**src/common/launcher_pkg.sv**
```systemverilog
`default_nettype none

package launcher_pkg;

	//////////////////////////////////////////////////////////////////////
	// ADC frame and word format
	//////////////////////////////////////////////////////////////////////

	localparam int ADC_BITS = 12;          // Bits per converter word
	localparam int ADC_CHANNELS = 4;       // a0 a1 b0 b1
	localparam int ADC_FRAME_CYCLES = 16;  // One 3 MHz frame at 48 MHz
	localparam int ADC_SHIFT_FIRST = 2;    // Frame cycle of the MSB
	localparam int ADC_LATCH_CYCLE = 14;   // Hold registers valid from here
	localparam int ADC_CNT_BITS = $clog2(ADC_FRAME_CYCLES);

	typedef logic [ADC_CNT_BITS-1:0] adc_cnt_t;

	// Offset binary, bit 11 set is negative, else magnitude is low bits inverted
	typedef logic [ADC_BITS-1:0] adc_raw_t;
	typedef logic [ADC_BITS-2:0] adc_mag_t;       // Clipped, always positive
	typedef adc_raw_t [ADC_CHANNELS-1:0] adc_raw_bank_t;

	typedef struct packed {
		adc_mag_t i_out;   // Output current, 205 DN per amp
		adc_mag_t v_cap;   // Storage cap voltage
		adc_mag_t v_aux;
		adc_mag_t v_out;   // Igniter side voltage
	} adc_samples_t;

	// Bias correction, index 0 is i_out
	localparam adc_raw_bank_t ADC_OFFSET = {12'd6, 12'd5, 12'd5, 12'd5};

	//////////////////////////////////////////////////////////////////////
	// Fire button debounce
	//////////////////////////////////////////////////////////////////////

	localparam int DB_PRESS_CYCLES = 50;    // Press qualify time
	localparam int DB_PULSE_CYCLES = 20;    // Length of the fire pulse
	localparam int DB_RELEASE_CYCLES = 100; // Low time before re-arm
	localparam int DB_CNT_BITS = $clog2(DB_RELEASE_CYCLES);

	typedef logic [DB_CNT_BITS-1:0] db_cnt_t;

	typedef enum logic [2:0] {
		DB_IDLE,
		DB_PRESS,
		DB_PULSE,
		DB_HELD,
		DB_RELEASE
	} db_state_t;

	//////////////////////////////////////////////////////////////////////
	// Fire sequence and current regulation
	//////////////////////////////////////////////////////////////////////

	localparam int FIRE_START = 1;     // Window opens
	localparam int FIRE_STEP = 2000;   // Switch to high setpoint
	localparam int FIRE_END = 4000;    // Window closes, dump
	localparam int FIRE_CNT_BITS = $clog2(FIRE_END + 2);

	typedef logic [FIRE_CNT_BITS-1:0] fire_cnt_t;

	localparam adc_mag_t SET_LO_DN = 11'd410;    // 2 A
	localparam adc_mag_t SET_HI_DN = 11'd820;    // 4 A
	localparam adc_mag_t SET_BAND_DN = 11'd20;   // Half band

	localparam int PWM_MIN_ON = 8;
	localparam int PWM_MAX_ON = 48;
	localparam int PWM_MIN_OFF = 12;
	localparam int PWM_CNT_BITS = $clog2(PWM_MAX_ON + 1);

	typedef logic [PWM_CNT_BITS-1:0] pwm_cnt_t;

	localparam adc_mag_t ARM_ON_DN = 11'd1496;   // 300 V
	localparam adc_mag_t ARM_OFF_DN = 11'd249;   // 50 V
	localparam int BLINK_BITS = 6;               // Arm LED blink divider

endpackage

`default_nettype wire

```
**src/adc/adc_capture.sv**
```systemverilog
`timescale 1ns/100ps
`default_nettype none

module adc_capture (
	input  logic                       clk,
	input  logic                       reset,
	input  logic [1:0]                 i_sdata_a,
	input  logic [1:0]                 i_sdata_b,
	output logic                       o_ad_cs,
	output launcher_pkg::adc_samples_t o_samples,
	output logic                       o_valid
);

	logic ad_shift;
	logic ad_latch;
	logic [launcher_pkg::ADC_CHANNELS-1:0] sdata;  // a0 a1 b0 b1 from bit 0 up
	launcher_pkg::adc_raw_bank_t raw;

	assign sdata = {i_sdata_b, i_sdata_a};

	adc_frame_timer i_frame_timer (
		.clk     (clk),
		.reset   (reset),
		.o_ad_cs (o_ad_cs),
		.o_shift (ad_shift),
		.o_latch (ad_latch)
	);

	// Four converters sample together, one receiver each
	for (genvar ch = 0; ch < launcher_pkg::ADC_CHANNELS; ch++) begin : g_chan
		adc_channel_rx i_channel_rx (
			.clk     (clk),
			.reset   (reset),
			.i_sdata (sdata[ch]),
			.i_shift (ad_shift),
			.i_latch (ad_latch),
			.o_raw   (raw[ch])
		);
	end

	adc_sample_decoder i_sample_decoder (
		.clk       (clk),
		.reset     (reset),
		.i_raw     (raw),
		.i_latch   (ad_latch),
		.o_samples (o_samples),
		.o_valid   (o_valid)
	);

endmodule

`default_nettype wire

```
**src/adc/adc_channel_rx.sv**
```systemverilog
`timescale 1ns/100ps
`default_nettype none

module adc_channel_rx (
	input  logic                   clk,
	input  logic                   reset,
	input  logic                   i_sdata,  // Serial data from converter
	input  logic                   i_shift,
	input  logic                   i_latch,
	output launcher_pkg::adc_raw_t o_raw     // Held word, stable for a frame
);

	launcher_pkg::adc_raw_t shift_reg;

	// MSB arrives first
	always_ff @(posedge clk) begin
		if (i_shift) begin
			shift_reg <= {shift_reg[launcher_pkg::ADC_BITS-2:0], i_sdata};
		end
	end

	always_ff @(posedge clk) begin
		if (reset) begin
			o_raw <= {1'b0, {(launcher_pkg::ADC_BITS-1){1'b1}}}; // Reads as zero
		end else if (i_latch) begin
			o_raw <= shift_reg;
		end
	end

endmodule

`default_nettype wire

```
**src/adc/adc_frame_timer.sv**
```systemverilog
`timescale 1ns/100ps
`default_nettype none

module adc_frame_timer (
	input  logic clk,
	input  logic reset,
	output logic o_ad_cs,  // One cycle per frame, starts conversion
	output logic o_shift,  // Capture enable for the data bits
	output logic o_latch   // Hold register load, once per frame
);

	launcher_pkg::adc_cnt_t count;  // Down counter through the frame
	launcher_pkg::adc_cnt_t phase;  // Frame cycle, 0 at chip select

	// Free running from reset, reloads after zero
	always_ff @(posedge clk) begin
		if (reset) begin
			count <= launcher_pkg::adc_cnt_t'(launcher_pkg::ADC_FRAME_CYCLES - 1);
		end else if (count == '0) begin
			count <= launcher_pkg::adc_cnt_t'(launcher_pkg::ADC_FRAME_CYCLES - 1);
		end else begin
			count <= count - 1'b1;
		end
	end

	assign phase = (count == '0) ? '0 :
		launcher_pkg::adc_cnt_t'(launcher_pkg::ADC_FRAME_CYCLES - int'(count));

	assign o_ad_cs = (count == '0);

	// Strobes lead by one, the capturing edge starts the named frame cycle
	assign o_shift = (phase >= launcher_pkg::adc_cnt_t'(launcher_pkg::ADC_SHIFT_FIRST - 1)) &&
		(phase <= launcher_pkg::adc_cnt_t'(launcher_pkg::ADC_SHIFT_FIRST +
		launcher_pkg::ADC_BITS - 2));
	assign o_latch = (phase == launcher_pkg::adc_cnt_t'(launcher_pkg::ADC_LATCH_CYCLE - 1));

endmodule

`default_nettype wire

```
**src/adc/adc_sample_decoder.sv**
```systemverilog
`timescale 1ns/100ps
`default_nettype none

module adc_sample_decoder (
	input  logic                        clk,
	input  logic                        reset,
	input  launcher_pkg::adc_raw_bank_t i_raw,
	input  logic                        i_latch,
	output launcher_pkg::adc_samples_t  o_samples,
	output logic                        o_valid    // One cycle, aligned with new data
);

	logic latch_d;                                           // Hold regs now loaded
	launcher_pkg::adc_raw_bank_t corr;                       // Bias corrected words
	launcher_pkg::adc_mag_t mag [launcher_pkg::ADC_CHANNELS];

	// Offset then clip negatives to zero
	always_comb begin
		for (int ch = 0; ch < launcher_pkg::ADC_CHANNELS; ch++) begin
			corr[ch] = i_raw[ch] + launcher_pkg::ADC_OFFSET[ch];
			mag[ch] = corr[ch][launcher_pkg::ADC_BITS-1] ? '0 :
				~corr[ch][launcher_pkg::ADC_BITS-2:0];
		end
	end

	always_ff @(posedge clk) begin
		if (latch_d) begin
			o_samples.i_out <= mag[0];
			o_samples.v_cap <= mag[1];
			o_samples.v_aux <= mag[2];
			o_samples.v_out <= mag[3];
		end
	end

	always_ff @(posedge clk) begin
		if (reset) begin
			latch_d <= 1'b0;
			o_valid <= 1'b0;
		end else begin
			latch_d <= i_latch;
			o_valid <= latch_d;
		end
	end

endmodule

`default_nettype wire

```
**src/logic/current_regulator.sv**
```systemverilog
`timescale 1ns/100ps
`default_nettype none

module current_regulator (
	input  logic                   clk,
	input  logic                   reset,
	input  logic                   i_firing,    // Window active
	input  logic                   i_high_set,  // 4 A instead of 2 A
	input  launcher_pkg::adc_mag_t i_i_out,     // Measured output current
	output logic                   o_pwm
);

	launcher_pkg::adc_mag_t setpoint;
	launcher_pkg::adc_mag_t thresh_lo;   // Start a pulse below this
	launcher_pkg::adc_mag_t thresh_hi;   // End a pulse above this
	launcher_pkg::pwm_cnt_t on_cnt;      // Cycles high so far, inclusive
	launcher_pkg::pwm_cnt_t off_cnt;     // Cycles low, saturates at min off
	logic min_on_done;
	logic max_on_done;
	logic min_off_done;
	logic start_pulse;
	logic end_pulse;

	assign setpoint = i_high_set ? launcher_pkg::SET_HI_DN : launcher_pkg::SET_LO_DN;
	assign thresh_lo = setpoint - launcher_pkg::SET_BAND_DN;
	assign thresh_hi = setpoint + launcher_pkg::SET_BAND_DN;

	assign min_on_done = (on_cnt >= launcher_pkg::pwm_cnt_t'(launcher_pkg::PWM_MIN_ON));
	assign max_on_done = (on_cnt >= launcher_pkg::pwm_cnt_t'(launcher_pkg::PWM_MAX_ON));
	assign min_off_done = (off_cnt >= launcher_pkg::pwm_cnt_t'(launcher_pkg::PWM_MIN_OFF));

	//////////////////////////////////////////////////////////////////////
	// Hysteretic pulse control on measured current only
	//////////////////////////////////////////////////////////////////////

	assign start_pulse = i_firing && !o_pwm && min_off_done && (i_i_out < thresh_lo);
	// Window close cuts a pulse short
	assign end_pulse = o_pwm && (!i_firing || max_on_done ||
		(min_on_done && i_i_out > thresh_hi));

	always_ff @(posedge clk) begin
		if (reset) begin
			o_pwm <= 1'b0;
			on_cnt <= '0;
			off_cnt <= '0;
		end else if (start_pulse) begin
			o_pwm <= 1'b1;
			on_cnt <= launcher_pkg::pwm_cnt_t'(1);  // First high cycle
		end else if (end_pulse) begin
			o_pwm <= 1'b0;
			on_cnt <= '0;
			off_cnt <= launcher_pkg::pwm_cnt_t'(1); // First low cycle
		end else if (o_pwm) begin
			on_cnt <= on_cnt + 1'b1;
		end else if (!min_off_done) begin
			off_cnt <= off_cnt + 1'b1;
		end
	end

endmodule

`default_nettype wire

```
**src/logic/fire_debounce.sv**
```systemverilog
`timescale 1ns/100ps
`default_nettype none

module fire_debounce (
	input  logic clk,
	input  logic reset,
	input  logic i_button,  // Raw front panel button
	output logic o_pulse    // Fixed length, once per press
);

	logic [2:0] sync;   // Metastability chain
	logic btn;
	launcher_pkg::db_state_t state;
	launcher_pkg::db_state_t state_next;
	launcher_pkg::db_cnt_t press_cnt;    // Press qualify, then pulse length
	launcher_pkg::db_cnt_t release_cnt;  // Low time while waiting to re-arm
	logic press_done;
	logic pulse_done;
	logic release_done;

	always_ff @(posedge clk) begin
		if (reset) begin
			sync <= '0;
		end else begin
			sync <= {sync[1:0], i_button};
		end
	end

	assign btn = sync[2];

	// Idle cycle counts as the first press cycle
	assign press_done = (press_cnt == launcher_pkg::db_cnt_t'(launcher_pkg::DB_PRESS_CYCLES - 2));
	assign pulse_done = (press_cnt == launcher_pkg::db_cnt_t'(launcher_pkg::DB_PULSE_CYCLES - 1));
	assign release_done =
		(release_cnt == launcher_pkg::db_cnt_t'(launcher_pkg::DB_RELEASE_CYCLES - 1));

	always_comb begin
		state_next = state;
		case (state)
			launcher_pkg::DB_IDLE:    if (btn) state_next = launcher_pkg::DB_PRESS;
			launcher_pkg::DB_PRESS: begin
				if (!btn) state_next = launcher_pkg::DB_IDLE;   // Too short, no pulse
				else if (press_done) state_next = launcher_pkg::DB_PULSE;
			end
			launcher_pkg::DB_PULSE:   if (pulse_done) state_next = launcher_pkg::DB_HELD;
			launcher_pkg::DB_HELD:    if (!btn) state_next = launcher_pkg::DB_RELEASE;
			launcher_pkg::DB_RELEASE: begin
				if (btn) state_next = launcher_pkg::DB_HELD;    // Bounce, still the same press
				else if (release_done) state_next = launcher_pkg::DB_IDLE;
			end
			default:                  state_next = launcher_pkg::DB_IDLE;
		endcase
	end

	always_ff @(posedge clk) begin
		if (reset) begin
			state <= launcher_pkg::DB_IDLE;
			press_cnt <= '0;
			release_cnt <= '0;
		end else begin
			state <= state_next;
			// Restart on every state change
			if (state_next == state && (state == launcher_pkg::DB_PRESS ||
				state == launcher_pkg::DB_PULSE)) begin
				press_cnt <= press_cnt + 1'b1;
			end else begin
				press_cnt <= '0;
			end
			release_cnt <= (state == launcher_pkg::DB_RELEASE) ? release_cnt + 1'b1 : '0;
		end
	end

	assign o_pulse = (state == launcher_pkg::DB_PULSE);

endmodule

`default_nettype wire

```
**src/logic/fire_sequencer.sv**
```systemverilog
`timescale 1ns/100ps
`default_nettype none

module fire_sequencer (
	input  logic                       clk,
	input  logic                       reset,
	input  logic                       i_fire_pulse,   // From debounce
	input  launcher_pkg::adc_samples_t i_samples,
	input  logic                       i_valid,
	input  logic                       i_charge_done,  // Charger reports full
	output logic                       o_firing,       // Current control window
	output logic                       o_high_set,     // Second setpoint step
	output logic                       o_dump,         // Discharge cap, held till reset
	output logic                       o_charge,       // Charger enable
	output logic                       o_arm_led
);

	launcher_pkg::fire_cnt_t fire_cnt;
	logic cap_charged;
	logic [launcher_pkg::BLINK_BITS-1:0] blink_cnt;

	//////////////////////////////////////////////////////////////////////
	// Fire counter and window, one shot per reset
	//////////////////////////////////////////////////////////////////////

	always_ff @(posedge clk) begin
		if (reset) begin
			fire_cnt <= '0;
			o_firing <= 1'b0;
			o_dump <= 1'b0;
		end else begin
			if (!o_dump && (fire_cnt != '0 || i_fire_pulse)) begin
				fire_cnt <= fire_cnt + 1'b1; // Frozen once dumped
			end
			if (fire_cnt == launcher_pkg::fire_cnt_t'(launcher_pkg::FIRE_START)) begin
				o_firing <= 1'b1;
			end else if (fire_cnt == launcher_pkg::fire_cnt_t'(launcher_pkg::FIRE_END)) begin
				o_firing <= 1'b0;
				o_dump <= 1'b1;  // Always dump after firing
			end
		end
	end

	assign o_high_set = o_firing &&
		(fire_cnt >= launcher_pkg::fire_cnt_t'(launcher_pkg::FIRE_STEP));

	// Auto charge from reset
	always_ff @(posedge clk) begin
		if (reset) begin
			o_charge <= 1'b1;
		end else if (i_charge_done || o_firing) begin
			o_charge <= 1'b0;
		end
	end

	// Arm hysteresis, 300 V on and 50 V off
	always_ff @(posedge clk) begin
		if (reset) begin
			cap_charged <= 1'b0;
			blink_cnt <= '0;
		end else begin
			blink_cnt <= blink_cnt + 1'b1;
			if (i_valid && i_samples.v_cap > launcher_pkg::ARM_ON_DN) cap_charged <= 1'b1;
			else if (i_valid && i_samples.v_cap < launcher_pkg::ARM_OFF_DN) cap_charged <= 1'b0;
		end
	end

	assign o_arm_led = cap_charged | (o_charge & blink_cnt[launcher_pkg::BLINK_BITS-1]);

endmodule

`default_nettype wire

```
**src/logic/launcher_top.sv**
```systemverilog
`timescale 1ns/100ps
`default_nettype none

module launcher_top (
	input  logic                       clk,
	input  logic                       reset,
	// Front panel and charger
	input  logic                       i_fire_button,
	input  logic                       i_charge_done,
	// Serial ADCs
	input  logic [1:0]                 i_ad_sdata_a,
	input  logic [1:0]                 i_ad_sdata_b,
	output logic                       o_ad_cs,
	// High voltage stage
	output logic                       o_pwm,
	output logic                       o_dump,
	output logic                       o_charge,
	output logic                       o_arm_led,
	// Monitor outputs
	output logic                       o_firing,
	output launcher_pkg::adc_samples_t o_samples,
	output logic                       o_sample_valid
);

	logic fire_pulse;
	logic high_set;

	adc_capture i_adc_capture (
		.clk(clk), .reset(reset), .i_sdata_a(i_ad_sdata_a), .i_sdata_b(i_ad_sdata_b),
		.o_ad_cs(o_ad_cs), .o_samples(o_samples), .o_valid(o_sample_valid)
	);

	fire_debounce i_fire_debounce (
		.clk(clk), .reset(reset), .i_button(i_fire_button), .o_pulse(fire_pulse)
	);

	fire_sequencer i_fire_sequencer (
		.clk(clk), .reset(reset), .i_fire_pulse(fire_pulse), .i_samples(o_samples),
		.i_valid(o_sample_valid), .i_charge_done(i_charge_done), .o_firing(o_firing),
		.o_high_set(high_set), .o_dump(o_dump), .o_charge(o_charge), .o_arm_led(o_arm_led)
	);

	current_regulator i_current_regulator (
		.clk(clk), .reset(reset), .i_firing(o_firing), .i_high_set(high_set),
		.i_i_out(o_samples.i_out), .o_pwm(o_pwm)
	);

endmodule

`default_nettype wire

```
**config.mk**
```make
export PLATFORM = sky130hd
export DESIGN_NAME = launcher_top
export DESIGN_NICKNAME = d
export VERILOG_FILES = /design/src/common/launcher_pkg.sv /design/src/adc/adc_capture.sv /design/src/adc/adc_channel_rx.sv /design/src/adc/adc_frame_timer.sv /design/src/adc/adc_sample_decoder.sv /design/src/logic/current_regulator.sv /design/src/logic/fire_debounce.sv /design/src/logic/fire_sequencer.sv /design/src/logic/launcher_top.sv
export SDC_FILE = /design/constraint.sdc
export NUM_CORES = 1
export LEC_CHECK = 0
export BUFFER_PORTS_ARGS = -buffer_cell sky130_fd_sc_hd__buf_4
export CAP_MARGIN = 25
export CORE_ASPECT_RATIO = 0.6
export CORE_UTILIZATION = 35
export DETAILED_ROUTE_END_ITERATION = 12
export HOLD_SLACK_MARGIN = 0.1
export PLACE_DENSITY = 0.48
export SETUP_SLACK_MARGIN = 0.15
export SLEW_MARGIN = 20
export SYNTH_ARGS = -nofsm -noshare
export SYNTH_HDL_FRONTEND = slang
export SYNTH_SLANG_ARGS = --single-unit
```
**constraint.sdc**
```tcl
create_clock -name clk -period 2.8 [get_ports clk]
set_input_delay 0.14 -clock clk [delete_from_list [all_inputs] [get_ports clk]]
set_output_delay 0.14 -clock clk [all_outputs]
set_load 0.03 [all_outputs]
```
=== Word-level counts from Yosys, hierarchy flattened ===
Index checks and enable logic that the tools add are counted.

* Bits in registers: 201
* Bits of input ports: 8
* Output and inout bits: 51
* Word-level logic and storage cells: 130

* Add/sub/neg operators: 14
* Magnitude comparators: 10
* Eq/ne operators: 13
* Mux-type cells: 22
* Bitwise operators: 10
* Reductions and logical operators: 32

{| class="wikitable"
|+ Operator list
! operator !! count
|-
| $add 12x3->12 const B || 4
|-
| $not 11->11 || 4
|-
| $mux 3 || 7
|-
| $add 6x1->6 const B || 3
|-
| $mux 6 || 3
|-
| $pmux 3 s5 || 1
|-
| $add 7x1->7 const B || 2
|-
| $add 12x1->12 const B || 1
|-
| $eq 12x1->1 const B || 1
|-
| $eq 12x12->1 const B || 1
|-
| $ge 12x11->1 const B || 1
|-
| $ge 6x4->1 const B || 2
|-
| $reduce_bool 12->1 || 1
|-
| $add 11x5->11 const B || 1
|-
| $gt 11x11->1 || 1
|-
| $gt 11x11->1 const B || 1
|-
| $logic_and 1x1->1 || 11
|-
| $lt 11x11->1 || 1
|-
| $lt 11x8->1 const B || 1
|-
| $sub 11x5->11 const B || 1
|-
| $mux 10 || 1
|-
| $mux 1 || 9
|-
| $eq 7x5->1 const B || 1
|-
| $eq 7x6->1 const B || 1
|-
| other kinds (26) || 41
|}

=== Logic depth before layout (Yosys ltp) ===
Gate-level depths: netlist (run 1).

* Word-level depth: 10
* Gate-level depth with buffers: 10
* Depth with buffers taken out: 10

=== By module ===
Synthesis (run 1) repeated with hierarchy kept, for this count alone.

* Cell total of the unflattened synthesis: 780
* Area, all modules: 9057.4 um^2

{| class="wikitable"
|+ Modules (own cells, without submodules)
! module !! times used !! cells an instance !! area an instance (um^2) !! seq. area each (um^2)
|-
| adc_channel_rx || 4 || 51 || 815.8 || 600.6
|-
| adc_sample_decoder || 1 || 239 || 2683.8 || 1361.3
|-
| fire_sequencer || 1 || 124 || 1144.8 || 440.4
|-
| current_regulator || 1 || 93 || 879.6 || 260.2
|-
| fire_debounce || 1 || 94 || 863.3 || 400.4
|-
| adc_frame_timer || 1 || 26 || 222.7 || 80.1
|}

=== Least setup slack after synthesis (run 1) ===
Ideal clock, no wire load.

* Path type: register -> register
* From: reg i_fire_sequencer.fire_cnt[4]
* To: reg i_current_regulator.on_cnt[1]
* Arrival: 2.331 ns
* Required time: 2.666 ns
* Setup slack: 0.335 ns
* Stages on the path, launching flop included: 11
* Path buffers: 0
* Clock period less this slack: 2.465 ns
* Cells stage by stage: dfxtp_1 > o21ai_0 > nor2_1 > o21ai_0 > inv_1 > ha_1 > nand4b_1 > o21bai_1 > a31o_2 > a311oi_4 > nor4_1

* Cells in the longest elaborated chain, start to end: 9
* Elaborated cells between the ends (all ways): 12
* Classes of those cells: add/sub (2); order compare (3); mux (1); reduce/logical (6)

{| class="wikitable"
|+ Ends and longest elaborated chain
! element !! RTL line !! RTL
|-
| start, declared || fire_sequencer.sv:18 || <nowiki>launcher_pkg::fire_cnt_t fire_cnt;</nowiki>
|-
| start signal, assigned || fire_sequencer.sv:33 || <nowiki>fire_cnt <= fire_cnt + 1'b1;</nowiki>
|-
| $ge 12x11->1 * || fire_sequencer.sv:45 || <nowiki>(fire_cnt >= launcher_pkg::fire_cnt_t'(launcher_pkg::FIRE_STEP));</nowiki>
|-
| $logic_and 1x1->1 * || fire_sequencer.sv:44 || <nowiki>assign o_high_set = o_firing &&</nowiki>
|-
| $mux 10 * || current_regulator.sv:24 || <nowiki>assign setpoint = i_high_set ? launcher_pkg::SET_HI_DN : launcher_pkg::SET_LO_DN;</nowiki>
|-
| $add 11x5->11 || current_regulator.sv:26 || <nowiki>assign thresh_hi = setpoint + launcher_pkg::SET_BAND_DN;</nowiki>
|-
| $gt 11x11->1 || current_regulator.sv:39 || <nowiki>(min_on_done && i_i_out > thresh_hi));</nowiki>
|-
| $logic_and 1x1->1 || current_regulator.sv:39 ||
|-
| $logic_or 1x1->1 || current_regulator.sv:38 || <nowiki>assign end_pulse = o_pwm && (!i_firing || max_on_done ||</nowiki>
|-
| $logic_and 1x1->1 || current_regulator.sv:38 ||
|-
| $reduce_or 3->1 (no source line) * || - ||
|-
| end signal, assigned || current_regulator.sv:48 || <nowiki>on_cnt <= launcher_pkg::pwm_cnt_t'(1);</nowiki>
|-
| end signal, assigned || current_regulator.sv:54 || <nowiki>on_cnt <= on_cnt + 1'b1;</nowiki>
|-
| end, declared || current_regulator.sv:16 || <nowiki>launcher_pkg::pwm_cnt_t on_cnt;</nowiki>
|}

Mark *: on every way between the ends. The rest lies on a longest branch, timed or not.
A chain may end at the register's enable or synchronous reset.

=== Worst setup path after layout (run 1) ===
* From: reg i_fire_sequencer.fire_cnt[4]
* To: reg i_current_regulator.on_cnt[2]

The elaborated chain is that of the path after synthesis.

==> tab_implementation.tex, run 1 <==
\begin{tabular}{lr}
\hline
Metric & Value \\
\hline
\multicolumn{2}{l}{\textbf{Run}} \\
Number of max-capacitance violations reported & 0 \\
\multicolumn{2}{l}{\textbf{Final layout}} \\
Flip-flop and latch area & 0.00496 sq mm \\
Area occupied by multi-input gates & 0.00317 sq mm \\
Final layout net count & 887 \\
Number of antenna diodes & 0 \\
Share of layout cells above drive strength 1 & 14.5\% \\
Final core area utilization & 42.4\% \\
Area growth syn-to-layout & 18.1\% \\
Filler cells & 2221 \\
\multicolumn{2}{l}{\textbf{Detailed routing}} \\
Starting DRT DRC Count & 294 \\
Count of nets left with antenna violations after detail routing & 0 \\
Initial DRT Pass Iterations & 4 \\
Total via count in the routed design & 5733 \\
Total Wirelength & 16800 um \\
Routed via count divided by cell count & 4.84 \\
DRC Markers & 0 \\
Wire length per cell & 14.2 um \\
\multicolumn{2}{l}{\textbf{Yosys}} \\
Biggest area contributors in the synthesized netlist & edfxtp\_1 (33\%), dfxtp\_1 (26\%), nand2\_1 (5.2\%) \\
Sequential-to-total area share from yosys stat & 59.1\% \\
Count of different cell masters after synthesis & 66 \\
Share of synthesized flip-flops with an asynchronous set or reset & 0\% \\
Library cell with the largest summed area after synthesis & edfxtp\_1 \\
Number of flops mapped to enable cells by yosys & 92 \\
Portion of synthesized cell area occupied by the leading cell type & 33.0\% \\
Ys Warns & 0 \\
Area of the mapped netlist & 0.00836 sq mm \\
Syn Inst Count & 784 \\
Mapped Nets & 815 \\
Number of synthesized register bits & 201 \\
Average footprint of a synthesized cell & 10.7 sq um \\
Primary FF master, synth & dfxtp\_1 \\
\multicolumn{2}{l}{\textbf{Clock tree}} \\
Number of buffers on the longest clock path & 3 \\
CTS tree & yes \\
Number of buffers created by CTS & 21 \\
H-Tree Depth & 1 \\
Clock-pin transition on the worst setup and hold timing paths & 0.06 ns \\
Clock latency reported for the late side of the worst-skew pair & 0.49 ns \\
Total clock sinks & 201 \\
CTS Root Cell & clkbuf\_16 \\
\multicolumn{2}{l}{\textbf{Floorplan}} \\
Area of the die & 0.0245 sq mm \\
Effective utilization at floorplan & 35.9\% \\
Die Span X & 202 um \\
Cell Rows & 43 \\
Count of pins on the block boundary & 59 \\
CORE AREA & 0.0233 sq mm \\
Chip height & 122 um \\
\multicolumn{2}{l}{\textbf{Global route}} \\
GRT overflow & 0 \\
Total Routing Usage GR & 14.0\% \\
Antenna violations before repair & 0 \\
Grt met2 use & 20.6\% \\
Maximum number of pins on one net before global-route repair & 55 \\
Met1 layer usage reported by global route & 20.5\% \\
Global-route track usage on met3 & 3.16\% \\
Highest-utilization routing layer at the global route stage & met2 \\
First-pass GRT wire length & 27900 um \\
Via count of the first global-routing pass & 5545 \\
\multicolumn{2}{l}{\textbf{Setup path}} \\
Launching point of the worst reg2reg path & i\_fire\_sequencer.fire\_cnt[4]\$\_SDFFE\_PP0P\_ \\
Register-to-register setup slack & 0.20 ns \\
Maximum fanout along the worst path & 8 \\
Required @ worst endpoint & 3.19 ns \\
Setup crit end kind & flop \\
CP Class & flop to flop \\
Arrival time at the worst endpoint & 2.99 ns \\
Type of origin of the critical path & flop \\
Reg2Reg Capture Point & i\_current\_regulator.on\_cnt[2]\$\_SDFFE\_PP0P\_ \\
Register-to-Register Path Depth & 12 \\
\multicolumn{2}{l}{\textbf{STA}} \\
Slew Limit Fails & 0 \\
Setup-failing EPs final & 0 \\
Top achievable clock speed & 384 MHz \\
Final min period & 2.60 ns \\
Final Hold Vio Count & 0 \\
Worst-case headroom to the max-slew limit & 57.8\% \\
Unrepaired setup endpoints after global routing & yes \\
Fin Clk Skew & 0.00764 ns \\
Final period utilization & 92.9\% \\
Fin Setup TNS & 0 ns \\
Actual slew at the worst max-slew pin & 0.634 ns \\
\multicolumn{2}{l}{\textbf{Placement}} \\
Number of I/O port buffers & 58 \\
Weighted congestion reported at the end of routability-driven placement & 0.783 \\
HPWL after detailed placement & 11000 um \\
\multicolumn{2}{l}{\textbf{Pwr}} \\
Sw power & 1260 uW \\
Clock Power Share & 42.6\% \\
Net switching fraction of the power & 21.2\% \\
Power density normalized to cell area & 602 mW/mm\^{}2 \\
Cell internal pwr & 4680 uW \\
Sequential share of power & 54.0\% \\
LEAKAGE & 0.00388 uW \\
Max rail drop VDD & 0.295 mV \\
Proportion of power drawn by combinational gates & 3.5\% \\
\multicolumn{2}{l}{\textbf{Min path}} \\
Endpoint with the worst hold slack & i\_fire\_sequencer.o\_charge\$\_SDFFE\_PP1P\_ \\
Hold path startpoint & i\_charge\_done \\
Number of cells on the worst hold path & 3 \\
Type of the tightest min-delay check & input port to flop \\
\multicolumn{2}{l}{\textbf{Run status}} \\
Outcome & completed \\
\hline
\end{tabular}
## cell usage in the layout, fill, tap and decap left out, types with 3 or more instances in the layout
master,n
nor4b_1,3
buf_4,71
xor2_1,24
nor4_1,5
dfxtp_2,4
clkbuf_1,9
nand4_1,8
clkbuf_16,21
xnor2_1,42
o211ai_1,7
and3_1,8
nor2b_1,8
edfxtp_1,92
nor2_1,92
or3_1,6
o32ai_1,4
inv_1,24
dfxtp_1,102
o21ai_0,19
nand3b_1,5
clkinv_1,4
nand2_1,115
nand3_1,66
a21oi_1,22
dlygate4sd3_1,7
a21o_1,4
nor3_1,9
ha_1,23
o21bai_1,3
dfxtp_4,3
nor3b_1,6
## worst max-delay path, cell delays in order (launching register included)
cell and delay [ns]:
dfxtp_2 0.36, o21ai_0 0.18, nor2_1 0.08, o21ai_2 0.19, inv_1 0.11, ha_1 0.31, nand4b_1 0.13, buf_4 0.17
o31ai_4 0.25, and2_4 0.20, a311oi_4 0.05, buf_6 0.17, nor4_1 0.28
## cell families (layout without fill, tap and decap cells)
logic type	Yosys count	after routing	share of synthesized area (%)
xor+xnor	66	66	6.91
fa+ha+maj	23	23	3.44
flops	201	201	59.1
compound gates	86	86	7.42
mux	1	1	0.120
buf+inv	57	143	3.26
simple gates	350	350	19.7
## final cells by class
cell class | count | area share [%]
tap | 315 | 3.99
timing repair buffer | 81 | 6.62
multi-input combinational | 526 | 32.0
sequential | 201 | 50.2
clock buffer | 32 | 5.94
clock inverter | 5 | 0.241
inverter | 25 | 0.950
## layer usage
metal,share of wire [%],vias up
li1,-,2871
met1,52,2729
met2,41,103
met3,4.4,30
met4,2.7,0
met5,0,-
## power groups by stage
| stage | Sequential, uW | Combinational [uW] | Clock, uW |
|---|---|---|---|
| floorplan | 3270 | 134 | 0 |
| global placement | 3270 | 194 | 0 |
| detailed placement | 3270 | 200 | 0 |
| CTS | 3210 | 209 | 2620 |
| global route | 3220 | 231 | 2750 |
| finish | 3210 | 206 | 2530 |
## per-stage QoR
step / power (uW) / setup slack, ns / std cells / hold WS, ns / area, sq um
5_1_grt: 6200 / 0.112 / 1185 / 0.346 / 9880
4_1_cts: 6040 / 0.180 / 1184 / 0.349 / 9840
3_3_place_gp: 3460 / 0.173 / 1138 / 0.319 / 9140
6_report: 5940 / 0.199 / 1185 / 0.364 / 9880
3_5_place_dp: 3470 / 0.0587 / 1138 / 0.319 / 9140
2_1_floorplan: 3400 / 0.335 / 784 / 0.232 / 8360
## Yosys cell counts (2+ instances only)
cell       number
nor3b_1         6
xor2_1         24
nand4_1         8
clkbuf_1       12
o211ai_1        7
buf_2          10
nor3_1          9
nand4b_1        2
o21bai_1        3
a21o_1          4
buf_6           5
o2111ai_1       2
a41oi_1         2
or3_1           6
a21oi_1        22
dfxtp_1       109
nor4b_1         3
buf_4           2
inv_1          24
and3_4          2
nor2b_1         8
nor4_1          7
nor2_1         92
buf_1           2
a31oi_1         2
and3_1          8
o32ai_1         4
nand3_1        66
xnor2_1        42
and2_1          3
o21a_1          2
nand3b_1        5
edfxtp_1       92
ha_1           23
nand2_1       116
o21ai_0        20
## how the worst max path moves through the flow
stage                                                   start                                    endpoint
floorplan           i_fire_sequencer.fire_cnt[4]$_SDFFE_PP0P_  i_current_regulator.on_cnt[1]$_SDFFE_PP0P_
global placement    i_fire_sequencer.fire_cnt[4]$_SDFFE_PP0P_  i_current_regulator.on_cnt[1]$_SDFFE_PP0P_
detailed placement  i_fire_sequencer.fire_cnt[4]$_SDFFE_PP0P_  i_current_regulator.on_cnt[3]$_SDFFE_PP0P_
CTS                 i_fire_sequencer.fire_cnt[4]$_SDFFE_PP0P_  i_current_regulator.on_cnt[3]$_SDFFE_PP0P_
global route        i_fire_sequencer.fire_cnt[4]$_SDFFE_PP0P_  i_current_regulator.on_cnt[4]$_SDFFE_PP0P_
finish              i_fire_sequencer.fire_cnt[4]$_SDFFE_PP0P_  i_current_regulator.on_cnt[2]$_SDFFE_PP0P_
## what timing repair did
| item | 4_1_cts | 5_1_grt |
|---|---|---|
| hold buffers | 7 | 0 |
| endpoints found under the setup margin | 11 | 9 |
| hold endpoints to repair | 7 | 0 |
| pin swaps | 2 | 4 |
| resized for setup | 3 | 11 |
| setup buffers | 2 | 1 |
No activity file was read; power rests on OpenSTA's default activity.
==> inputs of run 2 (changes only) <==
--- a/config.mk
+++ b/config.mk
@@ -11,7 +11,7 @@
 export CORE_UTILIZATION = 35
 export DETAILED_ROUTE_END_ITERATION = 12
 export HOLD_SLACK_MARGIN = 0.1
-export PLACE_DENSITY = 0.48
+export PLACE_DENSITY = 0.6
 export SETUP_SLACK_MARGIN = 0.15
 export SLEW_MARGIN = 20
 export SYNTH_ARGS = -nofsm -noshare
==> run 2 against run 1 <==
  * First-iteration DRC count increased by 16%
  * Fmax increased by 3.0%
  * Die area unchanged
  * Core utilization increased by 0.36 points
  * Worst setup slack improved by 0.075 ns
  * Combinational power about the same
  * Sequential power about the same
  * Via count decreased by 2.4%
  * Critical path depth decreased by 2
  * Sequential cell count unchanged
  * Routed wire length decreased by 3.9%
  * Clock power increased by 9.5%
  * Critical endpoint is now i_current_regulator.on_cnt[1]$_SDFFE_PP0P_
  * Largest cell class unchanged
==> tab_implementation.tex, run 2 (same netlist as run 1, synthesis figures left out) <==
\begin{tabular}{lr}
\hline
Metric & Value \\
\hline
\multicolumn{2}{l}{\textbf{Global route}} \\
Maximum number of pins on one net before global-route repair & 53 (-3.6\%) \\
Antenna violations before repair & 0 (unchanged) \\
GRT overflow & 0 (unchanged) \\
First-pass GRT wire length & 27000 um (-3.3\%) \\
Via count of the first global-routing pass & 5306 (-4.3\%) \\
Total Routing Usage GR & 13.6\% (-0.40 points) \\
\multicolumn{2}{l}{\textbf{STA}} \\
Final period utilization & 90.2\% (-2.7 points) \\
Slew Limit Fails & 0 (unchanged) \\
Fin Clk Skew & 0.0140 ns (+0.00639 ns) \\
Final Hold Vio Count & 0 (unchanged) \\
Setup ws final & 0.274 ns (+0.0747 ns) \\
Final min period & 2.53 ns (-0.0747 ns) \\
Worst-case headroom to the max-slew limit & 54.1\% (-3.6 points) \\
Top achievable clock speed & 396 MHz (+3.0\%) \\
Fin Setup TNS & 0 ns (unchanged) \\
Actual slew at the worst max-slew pin & 0.678 ns (+0.0447 ns) \\
Unrepaired setup endpoints after global routing & no \\
Worst hold slack across all endpoints & 0.224 ns (-0.140 ns) \\
Setup-failing EPs final & 0 (unchanged) \\
\multicolumn{2}{l}{\textbf{Setup path}} \\
Type of origin of the critical path & flop \\
Register-to-register setup slack & 0.27 ns (+0.07 ns) \\
CP max stage cell & a311oi\_4 \\
Register-to-Register Path Depth & 10 (-2) \\
Launching point of the worst reg2reg path & i\_fire\_sequencer.fire\_cnt[4]\$\_SDFFE\_PP0P\_ \\
Reg2Reg Capture Point & i\_current\_regulator.on\_cnt[1]\$\_SDFFE\_PP0P\_ \\
Worst stage delay on the critical path & 0.45 ns (+0.09 ns) \\
Setup crit end kind & flop \\
Cell chain of the critical path & o21ai\_1, nor2\_1, o21ai\_2, buf\_4, ha\_4, nand4b\_1, o21bai\_1, a31o\_2, a311oi\_4, nor4\_1 \\
Maximum fanout along the worst path & 8 (unchanged) \\
CP Class & flop to flop \\
Arrival time at the worst endpoint & 2.88 ns (-0.11 ns) \\
Required @ worst endpoint & 3.16 ns (-0.03 ns) \\
\multicolumn{2}{l}{\textbf{Pwr}} \\
Power density normalized to cell area & 621 mW/mm\^{}2 (+3.2\%) \\
LEAKAGE & 0.00392 uW (+0.89\%) \\
Total chip power & 6190 uW (+4.1\%) \\
Max rail drop VDD & 0.313 mV (+6.2\%) \\
\multicolumn{2}{l}{\textbf{Min path}} \\
Number of cells on the worst hold path & 3 (unchanged) \\
Type of the tightest min-delay check & input port to flop \\
Hold path startpoint & reset \\
Endpoint with the worst hold slack & i\_fire\_sequencer.blink\_cnt[5]\$\_SDFF\_PP0\_ \\
\multicolumn{2}{l}{\textbf{Run status}} \\
Outcome & completed \\
\multicolumn{2}{l}{\textbf{Floorplan}} \\
Effective utilization at floorplan & 35.9\% (unchanged) \\
Cell Rows & 43 (unchanged) \\
Count of pins on the block boundary & 59 (unchanged) \\
CORE AREA & 0.0233 sq mm (unchanged) \\
Chip height & 122 um (unchanged) \\
Die Span X & 202 um (unchanged) \\
Area of the die & 0.0245 sq mm (unchanged) \\
\multicolumn{2}{l}{\textbf{Final layout}} \\
Area growth syn-to-layout & 19.1\% \\
Final layout net count & 888 (+0.11\%) \\
Number of antenna diodes & 0 (unchanged) \\
Top library cells by usage in the layout, fill and taps aside & nand2\_1 (115), dfxtp\_1 (104), nor2\_1 (92), edfxtp\_1 (92), buf\_4 (74) \\
Leading cell type in the layout, fill and taps excluded & nand2\_1 \\
Share of layout cells above drive strength 1 & 15.0\% (+0.56 points) \\
\multicolumn{2}{l}{\textbf{Placement}} \\
Number of I/O port buffers & 58 (unchanged) \\
Weighted congestion reported at the end of routability-driven placement & 0.797 (+1.8\%) \\
HPWL after detailed placement & 10700 um (-2.9\%) \\
Post-placement setup slack & 0.222 ns (+0.163 ns) \\
\multicolumn{2}{l}{\textbf{Detailed routing}} \\
Routed via count divided by cell count & 4.72 (-2.4\%) \\
Total via count in the routed design & 5598 (-2.4\%) \\
Starting DRT DRC Count & 340 (+16\%) \\
Initial DRT Pass Iterations & 6 (+2) \\
Wire length per cell & 13.6 um (-4.0\%) \\
Count of nets left with antenna violations after detail routing & 0 (unchanged) \\
DRC Markers & 0 (unchanged) \\
Total Wirelength & 16200 um (-3.9\%) \\
\multicolumn{2}{l}{\textbf{Clock tree}} \\
CTS Root Cell & clkbuf\_16 \\
Number of buffers on the longest clock path & 3 (unchanged) \\
Total clock sinks & 201 (unchanged) \\
H-Tree Depth & 1 (unchanged) \\
Clock-pin transition on the worst setup and hold timing paths & 0.07 ns (about the same) \\
CTS tree & yes \\
Number of buffers created by CTS & 20 (-4.8\%) \\
Clock latency reported for the late side of the worst-skew pair & 0.49 ns (about the same) \\
\multicolumn{2}{l}{\textbf{Run}} \\
Number of max-capacitance violations reported & 0 (unchanged) \\
\hline
\end{tabular}
## run 2: cell types whose count changed in the layout (fill, tap and decap cells not counted), sizes merged
cell and delta:
clkinvlp +2, clkinv -2, bufinv +2, buf +2, clkbuf -3
## run 2: timing repair
action,CTS,global route
hold buffers,7,0
hold endpoints to repair,6,0
gates resized for setup,0,11
buffers inserted,0,2
setup endpoints to repair,0,12
## run 2: final cells by class
| cell class | count | area (sq um) |
|---|---|---|
| clock buffers | 29 | 597 |
| clock inverters | 7 | 91.3 |
| fillers | 2219 | 13300 |
| inverters | 25 | 93.8 |
| multi-input cells | 526 | 3170 |
| flip-flops and latches | 201 | 4960 |
| well taps | 315 | 394 |
| repair buffers | 83 | 666 |
## run 2: power breakdown
group,internal (uW),switching [uW],total (uW)
registers,3160,51.6,3210
clock network,1670,1100,2770
logic,89.9,117,206
total,4920,1270,6190
## run 2: through the flow
step	cell area (sq um)	std cells	util [%]
after floorplan	8360	784	-
after global placement	9160	1141	39.3
after detailed placement	9160	1141	39.3
after CTS	9920	1184	42.6
after global routing	9960	1186	42.8
final	9960	1186	42.8
## run 2: worst max-delay path: cells and delay by family (launching register included)
| kind | cells | cell delay, ns |
|---|---|---|
| compound gates | 5 | 1.11 |
| flops | 1 | 0.44 |
| simple gates | 3 | 0.40 |
| fa+ha+maj | 1 | 0.27 |
| buf+inv | 1 | 0.16 |
## run 2: how the worst max path moves through the flow
stage / from / endpoint / slack, ns / depth (start not counted)
floorplan: i_fire_sequencer.fire_cnt[4]$_SDFFE_PP0P_ / i_current_regulator.on_cnt[1]$_SDFFE_PP0P_ / 0.34 / 10
global placement: i_fire_sequencer.fire_cnt[7]$_SDFFE_PP0P_ / i_current_regulator.on_cnt[5]$_SDFFE_PP0P_ / 0.30 / 10
detailed placement: i_fire_sequencer.fire_cnt[7]$_SDFFE_PP0P_ / i_current_regulator.on_cnt[1]$_SDFFE_PP0P_ / 0.22 / 10
CTS: i_fire_sequencer.fire_cnt[8]$_SDFFE_PP0P_ / i_current_regulator.on_cnt[3]$_SDFFE_PP0P_ / 0.22 / 10
global route: i_fire_sequencer.fire_cnt[7]$_SDFFE_PP0P_ / i_current_regulator.on_cnt[5]$_SDFFE_PP0P_ / 0.15 / 10
finish: i_fire_sequencer.fire_cnt[4]$_SDFFE_PP0P_ / i_current_regulator.on_cnt[1]$_SDFFE_PP0P_ / 0.27 / 10
## run 2: layer usage
layer / GRT usage, % / share of wire (%)
met5: 0 / 0
met4: 3.36 / 1.3
met3: 3.48 / 5.3
met2: 18.6 / 39
met1: 21.0 / 55
==> inputs of run 3 (changes only) <==
--- a/config.mk
+++ b/config.mk
@@ -5,7 +5,7 @@
 export SDC_FILE = /design/constraint.sdc
 export NUM_CORES = 1
 export LEC_CHECK = 0
-export BUFFER_PORTS_ARGS = -buffer_cell sky130_fd_sc_hd__buf_4
+export BUFFER_PORTS_ARGS = -buffer_cell sky130_fd_sc_hd__buf_2
 export CAP_MARGIN = 25
 export CORE_ASPECT_RATIO = 0.6
 export CORE_UTILIZATION = 35
==> run 3 against run 2 <==
  * Non-clock buffer count is 1 higher
  * Final area fell by 1.5%
  * Core utilization down 0.65 points
  * Worst hold slack improved by 0.13 ns
  * Critical path depth increased by 1
==> tab_implementation.tex, run 3 (same netlist as run 1, synthesis figures left out) <==
\begin{tabular}{lr}
\hline
Metric & Value \\
\hline
\multicolumn{2}{l}{\textbf{Clock tree}} \\
Clock-pin transition on the worst setup and hold timing paths & 0.06 ns (about the same) \\
CTS tree & yes \\
Number of buffers on the longest clock path & 3 (unchanged) \\
H-Tree Depth & 1 (unchanged) \\
Total clock sinks & 201 (unchanged) \\
Number of buffers created by CTS & 21 (+5.0\%) \\
Clock latency reported for the late side of the worst-skew pair & 0.49 ns (about the same) \\
CTS Root Cell & clkbuf\_16 \\
\multicolumn{2}{l}{\textbf{STA}} \\
Fin Setup TNS & 0 ns (unchanged) \\
Final min period & 2.51 ns (-0.0155 ns) \\
Setup ws final & 0.289 ns (+0.0155 ns) \\
Actual slew at the worst max-slew pin & 0.687 ns (+0.00877 ns) \\
Setup-failing EPs final & 0 (unchanged) \\
Worst-case headroom to the max-slew limit & 53.5\% (-0.59 points) \\
Unrepaired setup endpoints after global routing & no \\
Fin Clk Skew & 0.00831 ns (-0.00571 ns) \\
Top achievable clock speed & 398 MHz (+0.62\%) \\
Final Hold Vio Count & 0 (unchanged) \\
Slew Limit Fails & 0 (unchanged) \\
Final period utilization & 89.7\% (-0.55 points) \\
\multicolumn{2}{l}{\textbf{Final layout}} \\
Share of layout cells above drive strength 1 & 15.0\% (-0.017 points) \\
Filler cells & 2279 (+2.7\%) \\
Area growth syn-to-layout & 17.3\% \\
Flip-flop and latch area & 0.00495 sq mm (about the same) \\
Leading cell type in the layout, fill and taps excluded & nand2\_1 \\
Final core area utilization & 42.1\% (-0.65 points) \\
Area occupied by multi-input gates & 0.00316 sq mm (-0.32\%) \\
Top library cells by usage in the layout, fill and taps aside & nand2\_1 (115), dfxtp\_1 (102), nor2\_1 (92), edfxtp\_1 (92), nand3\_1 (66) \\
Final layout net count & 890 (+0.23\%) \\
Number of antenna diodes & 0 (unchanged) \\
\multicolumn{2}{l}{\textbf{Pwr}} \\
Max rail drop VDD & 0.349 mV (+12\%) \\
Power density normalized to cell area & 633 mW/mm\^{}2 (+1.9\%) \\
Proportion of power drawn by combinational gates & 3.2\% (about the same) \\
Cell internal pwr & 4930 uW (+0.22\%) \\
Sequential share of power & 51.7\% (about the same) \\
LEAKAGE & 0.00389 uW (-0.65\%) \\
Net switching fraction of the power & 20.7\% (+0.10 points) \\
Clock Power Share & 45.1\% (+0.3 points) \\
Sw power & 1280 uW (+0.85\%) \\
\multicolumn{2}{l}{\textbf{Detailed routing}} \\
Initial DRT Pass Iterations & 5 (-1) \\
Routed wl met2 & 6210 um (-0.66\%) \\
Routed length on met3 & 789 um (-8.0\%) \\
Wire length per cell & 13.6 um (-0.17\%) \\
Count of nets left with antenna violations after detail routing & 0 (unchanged) \\
DRC Markers & 0 (unchanged) \\
Routed via count divided by cell count & 4.74 (+0.50\%) \\
Total via count in the routed design & 5631 (+0.59\%) \\
Met1 WL & 8850 um (about the same) \\
Total Wirelength & 16200 um (about the same) \\
Max Used Layer & met4 \\
Starting DRT DRC Count & 257 (-24\%) \\
\multicolumn{2}{l}{\textbf{Run status}} \\
Outcome & completed \\
\multicolumn{2}{l}{\textbf{Setup path}} \\
Worst stage delay on the critical path & 0.36 ns (-0.09 ns) \\
Maximum fanout along the worst path & 7 (-1) \\
Setup crit end kind & flop \\
Type of origin of the critical path & flop \\
Combined buffer and inverter count along the critical path & 2 (+1) \\
Cell family contributing the most delay on the critical path & compound AO/OA/AOI/OAI gates \\
Cell chain of the critical path & nand4\_1, nor2\_1, o21ai\_1, buf\_4, ha\_1, nand4b\_1, o21bai\_1, a31o\_2, a311oi\_4, buf\_6, nor4\_1 \\
CP Class & flop to flop \\
CP max stage cell & dfxtp\_1 \\
Required @ worst endpoint & 3.15 ns (about the same) \\
Arrival time at the worst endpoint & 2.86 ns (-0.02 ns) \\
\multicolumn{2}{l}{\textbf{Floorplan}} \\
Cell Rows & 43 (unchanged) \\
CORE AREA & 0.0233 sq mm (unchanged) \\
Die Span X & 202 um (unchanged) \\
Count of pins on the block boundary & 59 (unchanged) \\
Area of the die & 0.0245 sq mm (unchanged) \\
Effective utilization at floorplan & 35.9\% (unchanged) \\
Chip height & 122 um (unchanged) \\
\multicolumn{2}{l}{\textbf{Run}} \\
Number of max-capacitance violations reported & 0 (unchanged) \\
\multicolumn{2}{l}{\textbf{Global route}} \\
Antenna violations before repair & 0 (unchanged) \\
Maximum number of pins on one net before global-route repair & 34 (-36\%) \\
First-pass GRT wire length & 26800 um (-0.92\%) \\
GRT overflow & 0 (unchanged) \\
Via count of the first global-routing pass & 5230 (-1.4\%) \\
Total Routing Usage GR & 13.5\% (-0.13 points) \\
\multicolumn{2}{l}{\textbf{Placement}} \\
Post-placement setup slack & 0.241 ns (+0.0196 ns) \\
HPWL after detailed placement & 10900 um (+2.1\%) \\
Weighted congestion reported at the end of routability-driven placement & 0.800 (+0.36\%) \\
Number of I/O port buffers & 58 (unchanged) \\
\multicolumn{2}{l}{\textbf{Min path}} \\
Type of the tightest min-delay check & input port to flop \\
\hline
\end{tabular}
[run 3: cell types whose count changed in the layout (fill, tap and decap cells not counted), sizes merged]
cell	previous run	this run
clkinv	3	6
bufinv	2	3
clkbuf	29	27
buf	76	77
clkinvlp	3	0
inv	24	25
[run 3: power groups by stage]
stage | Sequential [uW] | Clock (uW) | Combinational (uW)
after detailed placement | 3270 | 0 | 194
after CTS | 3210 | 2900 | 202
final | 3210 | 2800 | 199
after floorplan | 3270 | 0 | 134
after global placement | 3270 | 0 | 191
after global routing | 3220 | 3010 | 227
[run 3: cell type report]
type | count | area share [%]
multi-input cells | 526 | 32.2
inverters | 25 | 0.956
clock inverters | 9 | 1.28
well taps | 315 | 4.02
repair buffers | 84 | 5.42
flip-flops and latches | 201 | 50.5
clock buffers | 27 | 5.69
[run 3: worst reg2reg max path: stages, from the launching register on]
cell	delay (ns)
dfxtp_1	0.36
nand4_1	0.15
nor2_1	0.15
o21ai_1	0.09
buf_4	0.16
ha_1	0.31
nand4b_1	0.18
o21bai_1	0.20
a31o_2	0.25
a311oi_4	0.31
buf_6	0.16
nor4_1	0.05
[run 3: path summary, 6_finish.rpt]
check / startpoint / to / slack (ns) / depth (start not counted)
worst max-delay path: i_fire_sequencer.fire_cnt[10]$_SDFFE_PP0P_ / i_current_regulator.on_cnt[4]$_SDFFE_PP0P_ / 0.29 / 11
worst min-delay path: i_charge_done / i_fire_sequencer.o_charge$_SDFFE_PP1P_ / 0.35 / 3
worst max register to register: i_fire_sequencer.fire_cnt[10]$_SDFFE_PP0P_ / i_current_regulator.on_cnt[4]$_SDFFE_PP0P_ / 0.29 / 11
worst min register to register: i_fire_debounce.sync[0]$_SDFF_PP0_ / i_fire_debounce.sync[1]$_SDFF_PP0_ / 0.44 / 1
[run 3: timing repair]
item	4_1_cts	5_1_grt
hold buffers	7	0
endpoints found under the hold margin	8	0
endpoints found under the setup margin	0	9
buffers inserted	0	2
gates resized for setup	0	9
[run 3: layer usage]
| metal | track usage, % | vias up |
|---|---|---|
| met2 | 18.5 | 99 |
| li1 | - | 2891 |
| met5 | 0 | - |
| met1 | 20.8 | 2616 |
| met4 | 3.65 | 0 |
| met3 | 3.16 | 25 |
[run 3: metrics by stage]
stage          std cells  total power, uW  area (sq um)  hold slack [ns]
3_3_place_gp        1142             3460          9030            0.317
4_1_cts             1185             6310          9780            0.337
2_1_floorplan        784             3400          8360            0.232
3_5_place_dp        1142             3470          9030            0.318
5_1_grt             1187             6460          9810            0.339
6_report            1187             6210          9810            0.354
